**src/rtl/trdb_pkg.sv**
```systemverilog
// shared types and field widths of the trace encoder
// every block refers to these by scoped names

package trdb_pkg;

    // class of a retired instruction as seen by the packetizer
    // no value is reserved for idle cycles because the event strobe covers that
    typedef enum logic [1:0] {
        EV_BRANCH    = 2'd0,
        EV_JUMP      = 2'd1,
        EV_EXCEPTION = 2'd2
    } trdb_event_e;

    // packet formats written into the output queue
    typedef enum logic [1:0] {
        PKT_BRANCH_FULL = 2'd0,
        PKT_ADDR        = 2'd1,
        PKT_EXCEPTION   = 2'd2
    } trdb_format_e;

    // the branch map holds one outcome bit per conditional branch
    localparam int unsigned MAP_BITS = 31;

    // the count has to reach MAP_BITS, so five bits are enough
    localparam int unsigned CNT_BITS = 5;

    // instruction addresses are full width since there is no compression
    localparam int unsigned ADDR_BITS = 32;

    // count at which a branch-only packet is forced out
    localparam int unsigned MAP_FULL = 31;

endpackage

```
**src/rtl/trdb_if.sv**
```systemverilog
// internal buses of the encoder
// the event bus runs from capture to packetizer and the packet bus from packetizer to queue

interface trdb_event_if;

    // one strobe per classified instruction
    logic                              ev_valid;
    trdb_pkg::trdb_event_e             ev_kind;
    // branch outcome, only meaningful for EV_BRANCH
    logic                              ev_taken;
    // jump target or trapping address depending on the kind
    logic [trdb_pkg::ADDR_BITS-1:0]    ev_addr;

    modport source (output ev_valid, output ev_kind, output ev_taken, output ev_addr);
    modport sink   (input  ev_valid, input  ev_kind, input  ev_taken, input  ev_addr);

endinterface

interface trdb_packet_if;

    // a high strobe writes exactly one packet into the queue
    logic                              pkt_valid;
    trdb_pkg::trdb_format_e            pkt_format;
    logic [trdb_pkg::CNT_BITS-1:0]     pkt_branches;
    logic [trdb_pkg::MAP_BITS-1:0]     pkt_map;
    logic [trdb_pkg::ADDR_BITS-1:0]    pkt_addr;

    modport source (output pkt_valid, output pkt_format, output pkt_branches,
                    output pkt_map, output pkt_addr);
    modport sink   (input  pkt_valid, input  pkt_format, input  pkt_branches,
                    input  pkt_map, input  pkt_addr);

endinterface

```
**src/rtl/trdb_instr_capture.sv**
```systemverilog
// registers the core's retirement report and classifies it into one event per cycle
// the event appears one cycle after the inputs are sampled

module trdb_instr_capture (
    input  logic                           clk_i,
    input  logic                           rst_ni,
    input  logic                           retire_i,
    input  logic                           is_branch_i,
    input  logic                           branch_taken_i,
    input  logic                           is_uninferable_i,
    input  logic                           exception_i,
    input  logic [trdb_pkg::ADDR_BITS-1:0] iaddr_i,
    trdb_event_if.source                   ev_o
);

    // qualifier flags decide whether an event exists, so they are cleared by reset
    logic retire_q;
    logic is_branch_q;
    logic is_uninferable_q;
    logic exception_q;

    // outcome and address only travel along with a valid event
    logic                           taken_q;
    logic [trdb_pkg::ADDR_BITS-1:0] iaddr_q;

    always_ff @(posedge clk_i, negedge rst_ni) begin
        if (!rst_ni) begin
            retire_q         <= 1'b0;
            is_branch_q      <= 1'b0;
            is_uninferable_q <= 1'b0;
            exception_q      <= 1'b0;
        end else begin
            retire_q         <= retire_i;
            is_branch_q      <= is_branch_i;
            is_uninferable_q <= is_uninferable_i;
            exception_q      <= exception_i;
        end
    end

    always_ff @(posedge clk_i) begin
        taken_q <= branch_taken_i;
        iaddr_q <= iaddr_i;
    end

    // priority is exception, then uninferable jump, then branch
    // a retired instruction with none of these flags is not traced
    always_comb begin
        ev_o.ev_valid = 1'b0;
        ev_o.ev_kind  = trdb_pkg::EV_BRANCH;
        if (retire_q) begin
            if (exception_q) begin
                ev_o.ev_valid = 1'b1;
                ev_o.ev_kind  = trdb_pkg::EV_EXCEPTION;
            end else if (is_uninferable_q) begin
                ev_o.ev_valid = 1'b1;
                ev_o.ev_kind  = trdb_pkg::EV_JUMP;
            end else if (is_branch_q) begin
                ev_o.ev_valid = 1'b1;
                ev_o.ev_kind  = trdb_pkg::EV_BRANCH;
            end
        end
    end

    assign ev_o.ev_taken = taken_q;
    assign ev_o.ev_addr  = iaddr_q;

endmodule

```
**src/rtl/trdb_branch_map.sv**
```systemverilog
// keeps the ordered list of taken and not-taken branch outcomes
// outputs show the state after this cycle's update so a packet can copy it at once

module trdb_branch_map (
    input  logic                          clk_i,
    input  logic                          rst_ni,
    input  logic                          valid_i,
    input  logic                          is_branch_i,
    input  logic                          flush_i,
    output logic [trdb_pkg::MAP_BITS-1:0] map_o,
    output logic [trdb_pkg::CNT_BITS-1:0] branches_o,
    output logic                          is_full_o,
    output logic                          is_empty_o
);

    logic [trdb_pkg::MAP_BITS-1:0] map_d;
    logic [trdb_pkg::MAP_BITS-1:0] map_q;
    logic [trdb_pkg::CNT_BITS-1:0] cnt_d;
    logic [trdb_pkg::CNT_BITS-1:0] cnt_q;

    // the count doubles as the write position of the next outcome
    always_comb begin
        map_d = map_q;
        cnt_d = cnt_q;
        if (flush_i) begin
            map_d = '0;
            cnt_d = '0;
            // a branch in the flush cycle starts the fresh map
            if (valid_i) begin
                map_d[0] = is_branch_i;
                cnt_d    = trdb_pkg::CNT_BITS'(1);
            end
        end else if (valid_i) begin
            // the packetizer flushes right after the map fills, so the index stays below 31
            map_d[cnt_q] = is_branch_i;
            cnt_d        = cnt_q + trdb_pkg::CNT_BITS'(1);
        end
    end

    always_ff @(posedge clk_i, negedge rst_ni) begin
        if (!rst_ni) begin
            map_q <= '0;
            cnt_q <= '0;
        end else begin
            map_q <= map_d;
            cnt_q <= cnt_d;
        end
    end

    // combinational path from the update to the outputs on purpose
    assign map_o      = map_d;
    assign branches_o = cnt_d;
    assign is_full_o  = (cnt_d == trdb_pkg::CNT_BITS'(trdb_pkg::MAP_FULL));
    assign is_empty_o = (cnt_d == '0);

endmodule

```
**src/rtl/trdb_packetizer.sv**
```systemverilog
// turns classified events and the branch map state into trace packets
// packets are registered and the map is flushed one cycle after each packet decision

module trdb_packetizer (
    input  logic                          clk_i,
    input  logic                          rst_ni,
    trdb_event_if.sink                    ev_i,
    input  logic [trdb_pkg::MAP_BITS-1:0] map_i,
    input  logic [trdb_pkg::CNT_BITS-1:0] branches_i,
    input  logic                          map_full_i,
    output logic                          map_valid_o,
    output logic                          map_taken_o,
    output logic                          map_flush_o,
    trdb_packet_if.source                 pkt_o
);

    logic                           emit;
    trdb_pkg::trdb_format_e         emit_format;
    logic [trdb_pkg::ADDR_BITS-1:0] emit_addr;
    logic                           flush_pending_q;

    // only conditional branches enter the map
    // jumps and exceptions leave it untouched until the flush
    assign map_valid_o = ev_i.ev_valid && (ev_i.ev_kind == trdb_pkg::EV_BRANCH);
    assign map_taken_o = ev_i.ev_taken;

    // packet decision for this cycle
    // a full map can only happen on a branch, so it never competes with the other two
    always_comb begin
        emit        = 1'b0;
        emit_format = trdb_pkg::PKT_BRANCH_FULL;
        emit_addr   = '0;
        if (ev_i.ev_valid && (ev_i.ev_kind == trdb_pkg::EV_EXCEPTION)) begin
            emit        = 1'b1;
            emit_format = trdb_pkg::PKT_EXCEPTION;
            emit_addr   = ev_i.ev_addr;
        end else if (ev_i.ev_valid && (ev_i.ev_kind == trdb_pkg::EV_JUMP)) begin
            emit        = 1'b1;
            emit_format = trdb_pkg::PKT_ADDR;
            emit_addr   = ev_i.ev_addr;
        end else if (map_full_i) begin
            // branch-only packets carry no address
            emit        = 1'b1;
            emit_format = trdb_pkg::PKT_BRANCH_FULL;
        end
    end

    // the strobe and the flush request are control state
    always_ff @(posedge clk_i, negedge rst_ni) begin
        if (!rst_ni) begin
            pkt_o.pkt_valid <= 1'b0;
            flush_pending_q <= 1'b0;
        end else begin
            pkt_o.pkt_valid <= emit;
            flush_pending_q <= emit;
        end
    end

    // packet fields copy the map after this cycle's update, so the branch that
    // filled the map is already part of it
    always_ff @(posedge clk_i) begin
        if (emit) begin
            pkt_o.pkt_format   <= emit_format;
            pkt_o.pkt_branches <= branches_i;
            pkt_o.pkt_map      <= map_i;
            pkt_o.pkt_addr     <= emit_addr;
        end
    end

    // the flush lines up with the packet strobe in the following cycle
    assign map_flush_o = flush_pending_q;

endmodule

```
**src/rtl/trdb_packet_queue.sv**
```systemverilog
// circular packet buffer between the encoder and the external reader
// the head packet is shown as a level, pop_i removes it and a full queue drops new packets

module trdb_packet_queue #(
    parameter int unsigned DEPTH = 8
) (
    input  logic                           clk_i,
    input  logic                           rst_ni,
    trdb_packet_if.sink                    pkt_i,
    input  logic                           pop_i,
    output logic                           pkt_valid_o,
    output trdb_pkg::trdb_format_e         pkt_format_o,
    output logic [trdb_pkg::CNT_BITS-1:0]  pkt_branches_o,
    output logic [trdb_pkg::MAP_BITS-1:0]  pkt_map_o,
    output logic [trdb_pkg::ADDR_BITS-1:0] pkt_addr_o,
    output logic                           overflow_o
);

    localparam int unsigned PTR_BITS = (DEPTH > 1) ? $clog2(DEPTH) : 1;
    localparam int unsigned CNT_W    = $clog2(DEPTH + 1);

    // one array per packet field keeps the read mux simple
    trdb_pkg::trdb_format_e         fmt_mem  [DEPTH];
    logic [trdb_pkg::CNT_BITS-1:0]  cnt_mem  [DEPTH];
    logic [trdb_pkg::MAP_BITS-1:0]  map_mem  [DEPTH];
    logic [trdb_pkg::ADDR_BITS-1:0] addr_mem [DEPTH];

    logic [PTR_BITS-1:0] wr_ptr_q;
    logic [PTR_BITS-1:0] rd_ptr_q;
    logic [CNT_W-1:0]    fill_q;
    logic                overflow_q;
    logic                full;
    logic                empty;
    logic                do_pop;
    logic                do_push;

    assign full   = (fill_q == CNT_W'(DEPTH));
    assign empty  = (fill_q == '0);
    // popping an empty queue has no effect
    assign do_pop = pop_i && !empty;
    // a pop in the same cycle frees the slot that the write needs
    assign do_push = pkt_i.pkt_valid && (!full || do_pop);

    // pointers wrap explicitly so depths that are not a power of two work
    always_ff @(posedge clk_i, negedge rst_ni) begin
        if (!rst_ni) begin
            wr_ptr_q   <= '0;
            rd_ptr_q   <= '0;
            fill_q     <= '0;
            overflow_q <= 1'b0;
        end else begin
            if (do_push) begin
                wr_ptr_q <= (wr_ptr_q == PTR_BITS'(DEPTH - 1)) ? '0 : wr_ptr_q + 1'b1;
            end
            if (do_pop) begin
                rd_ptr_q <= (rd_ptr_q == PTR_BITS'(DEPTH - 1)) ? '0 : rd_ptr_q + 1'b1;
            end
            if (do_push && !do_pop) begin
                fill_q <= fill_q + 1'b1;
            end else if (do_pop && !do_push) begin
                fill_q <= fill_q - 1'b1;
            end
            // sticky until reset once any packet has been lost
            if (pkt_i.pkt_valid && !do_push) begin
                overflow_q <= 1'b1;
            end
        end
    end

    always_ff @(posedge clk_i) begin
        if (do_push) begin
            fmt_mem[wr_ptr_q]  <= pkt_i.pkt_format;
            cnt_mem[wr_ptr_q]  <= pkt_i.pkt_branches;
            map_mem[wr_ptr_q]  <= pkt_i.pkt_map;
            addr_mem[wr_ptr_q] <= pkt_i.pkt_addr;
        end
    end

    assign pkt_valid_o    = !empty;
    assign pkt_format_o   = fmt_mem[rd_ptr_q];
    assign pkt_branches_o = cnt_mem[rd_ptr_q];
    assign pkt_map_o      = map_mem[rd_ptr_q];
    assign pkt_addr_o     = addr_mem[rd_ptr_q];
    assign overflow_o     = overflow_q;

endmodule

```
**src/rtl/trdb_encoder_top.sv**
```systemverilog
// top level of the instruction trace encoder with plain core-side and reader-side ports
// an instruction reaches the packet outputs three cycles after it retires

module trdb_encoder_top #(
    parameter int unsigned FIFO_DEPTH = 8
) (
    input  logic                           clk_i,
    input  logic                           rst_ni,
    input  logic                           retire_i,
    input  logic                           is_branch_i,
    input  logic                           branch_taken_i,
    input  logic                           is_uninferable_i,
    input  logic                           exception_i,
    input  logic [trdb_pkg::ADDR_BITS-1:0] iaddr_i,
    input  logic                           pop_i,
    output logic                           pkt_valid_o,
    output trdb_pkg::trdb_format_e         pkt_format_o,
    output logic [trdb_pkg::CNT_BITS-1:0]  pkt_branches_o,
    output logic [trdb_pkg::MAP_BITS-1:0]  pkt_map_o,
    output logic [trdb_pkg::ADDR_BITS-1:0] pkt_addr_o,
    output logic                           overflow_o
);

    trdb_event_if  ev_bus ();
    trdb_packet_if pkt_bus ();

    // point-to-point lines between packetizer and branch map
    logic                          map_valid;
    logic                          map_taken;
    logic                          map_flush;
    logic [trdb_pkg::MAP_BITS-1:0] map_bits;
    logic [trdb_pkg::CNT_BITS-1:0] map_count;
    logic                          map_full;
    // empty flag is observed by the bound checks for the idle case
    logic                          map_empty;

    trdb_instr_capture u_capture (
        .clk_i            (clk_i),
        .rst_ni           (rst_ni),
        .retire_i         (retire_i),
        .is_branch_i      (is_branch_i),
        .branch_taken_i   (branch_taken_i),
        .is_uninferable_i (is_uninferable_i),
        .exception_i      (exception_i),
        .iaddr_i          (iaddr_i),
        .ev_o             (ev_bus.source)
    );

    trdb_branch_map u_branch_map (
        .clk_i       (clk_i),
        .rst_ni      (rst_ni),
        .valid_i     (map_valid),
        .is_branch_i (map_taken),
        .flush_i     (map_flush),
        .map_o       (map_bits),
        .branches_o  (map_count),
        .is_full_o   (map_full),
        .is_empty_o  (map_empty)
    );

    trdb_packetizer u_packetizer (
        .clk_i       (clk_i),
        .rst_ni      (rst_ni),
        .ev_i        (ev_bus.sink),
        .map_i       (map_bits),
        .branches_i  (map_count),
        .map_full_i  (map_full),
        .map_valid_o (map_valid),
        .map_taken_o (map_taken),
        .map_flush_o (map_flush),
        .pkt_o       (pkt_bus.source)
    );

    trdb_packet_queue #(
        .DEPTH (FIFO_DEPTH)
    ) u_queue (
        .clk_i          (clk_i),
        .rst_ni         (rst_ni),
        .pkt_i          (pkt_bus.sink),
        .pop_i          (pop_i),
        .pkt_valid_o    (pkt_valid_o),
        .pkt_format_o   (pkt_format_o),
        .pkt_branches_o (pkt_branches_o),
        .pkt_map_o      (pkt_map_o),
        .pkt_addr_o     (pkt_addr_o),
        .overflow_o     (overflow_o)
    );

endmodule

```
**config.mk**
```make
export PLATFORM = sky130hd
export DESIGN_NAME = trdb_encoder_top
export DESIGN_NICKNAME = d
export VERILOG_FILES = /design/src/rtl/trdb_pkg.sv /design/src/rtl/trdb_if.sv /design/src/rtl/trdb_instr_capture.sv /design/src/rtl/trdb_branch_map.sv /design/src/rtl/trdb_packetizer.sv /design/src/rtl/trdb_packet_queue.sv /design/src/rtl/trdb_encoder_top.sv
export SDC_FILE = /design/constraint.sdc
export NUM_CORES = 1
export LEC_CHECK = 0
export ABC_CLOCK_PERIOD_IN_PS = 7600
export BUFFER_PORTS_ARGS = -buffer_cell sky130_fd_sc_hd__buf_4
export CAP_MARGIN = 20
export CORE_UTILIZATION = 55
export DETAILED_ROUTE_END_ITERATION = 8
export PLACE_DENSITY_LB_ADDON = 0.12
export SLEW_MARGIN = 5
export SYNTH_ARGS = -nofsm -noshare
export SYNTH_HDL_FRONTEND = slang
export SYNTH_SLANG_ARGS = --single-unit
```
**constraint.sdc**
```tcl
create_clock -name clk_i -period 7.6 [get_ports clk_i]
set_clock_uncertainty 0.15 [all_clocks]
set_input_delay 0.76 -clock clk_i [delete_from_list [all_inputs] [get_ports clk_i]]
set_output_delay 0.76 -clock clk_i [all_outputs]
set_load 0.01 [all_outputs]
```
==> run metrics <==
asr flop ratio synth=7.273%; Reg2Reg Depth=6; Core Area=47750 um^2; clk buf depth=3; total negative slack=0 ps; Initial DRC Count=1127; Inserted Clock Buffers=73; synthesized flop and latch total=715; flip-flop and latch area=20890 um^2; Antenna Nets Post-Route=0; crit-path cells=buf_12 -> mux4_2 -> mux2_2 -> buf_4; Mapped Nets=1264; Netlist Area Pre-Place=26610 um^2; Vias/cell=5.887; worst vdd ir=0.2957 mV; antenna violations before repair=5; vias=11970; Hold Path Class=primary input to asynchronous set/reset pin; Syn. warnings=0; worst reg2reg setup slack=3800 ps; Resized Gates After CTS=0; Die Span Y=222.0 um; Initial Util=55.73%; Multi-input gate area=5480 um^2; number of enable-type register cells in the synthesized netlist=630; Hold Buf Count CTS=0; gr usage total=21.36%; Ports=112; Netlist cell types=42; fmax=225.4 MHz; CP Class=register to output pin; fin nets=1411; drt drc=0; Tcrit/Tclk final=58.39%; worst-skew pair later-pin latency=600 ps; CP startpoint kind=register; Worst path slowest cell=dfrtp_4; Max Cap Viol=0; Layout fillers=3176; max_slew headroom=27.95%; Worst Tran Pin Value=1081 ps; CTS tree=done; Syn Area/Cell=21.95 um^2; Final Setup Violations=0; RePlAce Congestion=0.7181; worst endpoint required time=6690 ps; DP Wirelength=25200 um; post-route insts no fill=2033; crit end category=output pin; DR pass1 iterations=5; max-slew violation count=0; number of global-route vias before repair=12670; Routed WL per cell=24.73 um; ys flop type=edfxtp_1; Ant. Diodes=0; PortBufs=111; Die W=222.0 um; fin crit period=4437 ps; Setup Fix Bufs, Post-CTS=0; RSZ-0062 raised after global routing=no; crit-path max FO=101; largest net degree at the start of global routing=102; CTS clock-pin slew for the worst setup and hold paths=60 ps; worst r2r dst=u_packetizer.pkt_o.pkt_addr[16]; sequential area share after synthesis=78.47%; status=finished, final reports clean; share of cells above drive strength 1=32.93%; CP peak stage delay=1010 ps; WP data arrival=3530 ps; clock tree sinks=715; H-tree levels=3; Power Density=348.0 nW/um^2; Placed Instances=1898; Hold Fails Final Rpt=0; leakage=0.01037 uW; area grow syn2layout=14.87%; root buffer cell=clkbuf_16; Gate Count Post-Synth=1212; row count=80; first-pass GRT wire length=77450 um; worst r2r src=u_capture.is_uninferable_q; final WL=50270 um; Die ar.=49260 um^2; grt total ovfl=0
==> layer usage <==
metal  vias to the layer above  global-route usage [%]  part of all wire [%]
li1                       5222                       -                     -
met3                        68                   3.260                   5.0
met4                         0                   6.429                   1.9
met1                      6373                   31.09                    44
met5                         -                       0                     0
met2                       305                   33.94                    49
==> per-stage QoR <==
step                      power (uW)  hold slack, ps  utilization [%]  setup slack [ps]  instance area, um^2
after floorplan                 6375           314.4                -             928.1                26620
after global placement          7240           334.0            58.99              3713                28170
after detailed placement        7253           336.7            58.99              3724                28170
after CTS                      10770           65.36            63.99              3061                30550
after global routing           11060           94.16            64.02              2921                30570
final                          10640           57.90            64.02              3163                30570
==> synthesized netlist by cell type, types with 2 or more instances <==
| cell type | number | area share (%) |
|---|---|---|
| edfxtp_1 | 630 | 71 |
| mux4_2 | 140 | 12 |
| mux2_2 | 71 | 3.0 |
| dfrtp_1 | 52 | 4.9 |
| clkbuf_1 | 36 | 0.51 |
| nor2_1 | 36 | 0.51 |
| and2_1 | 33 | 0.78 |
| dfxtp_1 | 33 | 2.5 |
| nand3_1 | 33 | 0.62 |
| mux2i_1 | 31 | 1.2 |
| buf_2 | 16 | 0.30 |
| nand2_1 | 15 | 0.21 |
| ha_1 | 11 | 0.52 |
| nor3_1 | 11 | 0.21 |
| buf_6 | 9 | 0.38 |
| o21ai_0 | 6 | 0.11 |
| inv_1 | 5 | 0.071 |
| nand2b_1 | 5 | 0.12 |
| a21oi_1 | 4 | 0.075 |
| and3b_1 | 4 | 0.13 |
| a21o_1 | 3 | 0.085 |
| nor3b_1 | 3 | 0.085 |
| xnor2_1 | 3 | 0.099 |
| nor4bb_1 | 2 | 0.075 |
| o31ai_1 | 2 | 0.056 |
| xor2_1 | 2 | 0.066 |
==> flip-flops by register name (all words and copies together) (netlist names), 16 cells and up <==
name	count
u_queue.map_mem	248
u_queue.addr_mem	256
u_capture.ev_o.ev_addr	32
u_packetizer.pkt_o.pkt_addr	32
u_branch_map.map_q	31
u_packetizer.pkt_o.pkt_map	31
u_queue.cnt_mem	40
u_queue.fmt_mem	16
==> area by class of cell <==
| cell class | count | share of cell area [%] |
|---|---|---|
| clock buffer | 96 | 6.668 |
| clock inverter | 38 | 1.130 |
| inverter | 6 | 0.07368 |
| multi-input combinational | 430 | 17.93 |
| sequential | 715 | 68.35 |
| tap | 615 | 2.517 |
| timing repair buffer | 133 | 3.332 |
==> worst max-delay path, delay by kind of cell (launching register included) <==
kind,cells,cell delay [ps]
multiplexers,2,920
flip-flops,1,1010
buffers and inverters,2,800
==> cells in the final DEF (no fill, tap or decap), types with 5 or more instances in the layout <==
cell,Yosys,final
and2_1,33,33
buf_4,0,131
bufinv_16,0,6
clkbuf_1,36,15
clkbuf_16,0,77
clkinv_1,0,11
clkinv_2,0,16
dfrtp_1,52,49
dfxtp_1,33,33
edfxtp_1,630,630
ha_1,11,11
inv_1,5,5
mux2_2,71,71
mux2i_1,31,31
mux4_2,140,140
nand2_1,15,15
nand2b_1,5,5
nand3_1,33,33
nor2_1,36,33
nor3_1,11,7
o21ai_0,6,6
==> how the worst max path moves through the flow <==
stage	end	depth (start not counted)	start	slack, ps
after floorplan	u_queue.addr_mem[1][0]	5	pop_i	930
after global placement	pkt_addr_o[1]	4	u_queue.rd_ptr_q[0]	3710
after detailed placement	pkt_map_o[28]	4	u_queue.rd_ptr_q[0]	3720
after CTS	pkt_map_o[25]	4	u_queue.rd_ptr_q[0]	3060
after global routing	pkt_map_o[25]	4	u_queue.rd_ptr_q[0]	2920
final	pkt_map_o[25]	4	u_queue.rd_ptr_q[0]	3160
==> where the power goes <==
group | switching, uW | total [uW] | internal (uW)
combinational | 1080 | 2430 | 1340
sequential | 239 | 4690 | 4450
clock | 1420 | 3520 | 2100
total | 2740 | 10600 | 7890
==> logic make-up (layout without fill, tap and decap cells) <==
| logic type | after synthesis | count (layout) | share of synthesized area (%) |
|---|---|---|---|
| flip-flops | 715 | 715 | 78.47 |
| XOR/XNOR | 5 | 5 | 0.1646 |
| AO/OA/AOI/OAI | 21 | 21 | 0.5079 |
| multiplexers | 243 | 243 | 16.06 |
| AND/OR/NAND/NOR | 149 | 149 | 2.929 |
| buffers and inverters | 67 | 273 | 1.274 |
| adder cells (fa/ha/maj) | 12 | 12 | 0.5925 |
Power figures use the tool's default switching activity.
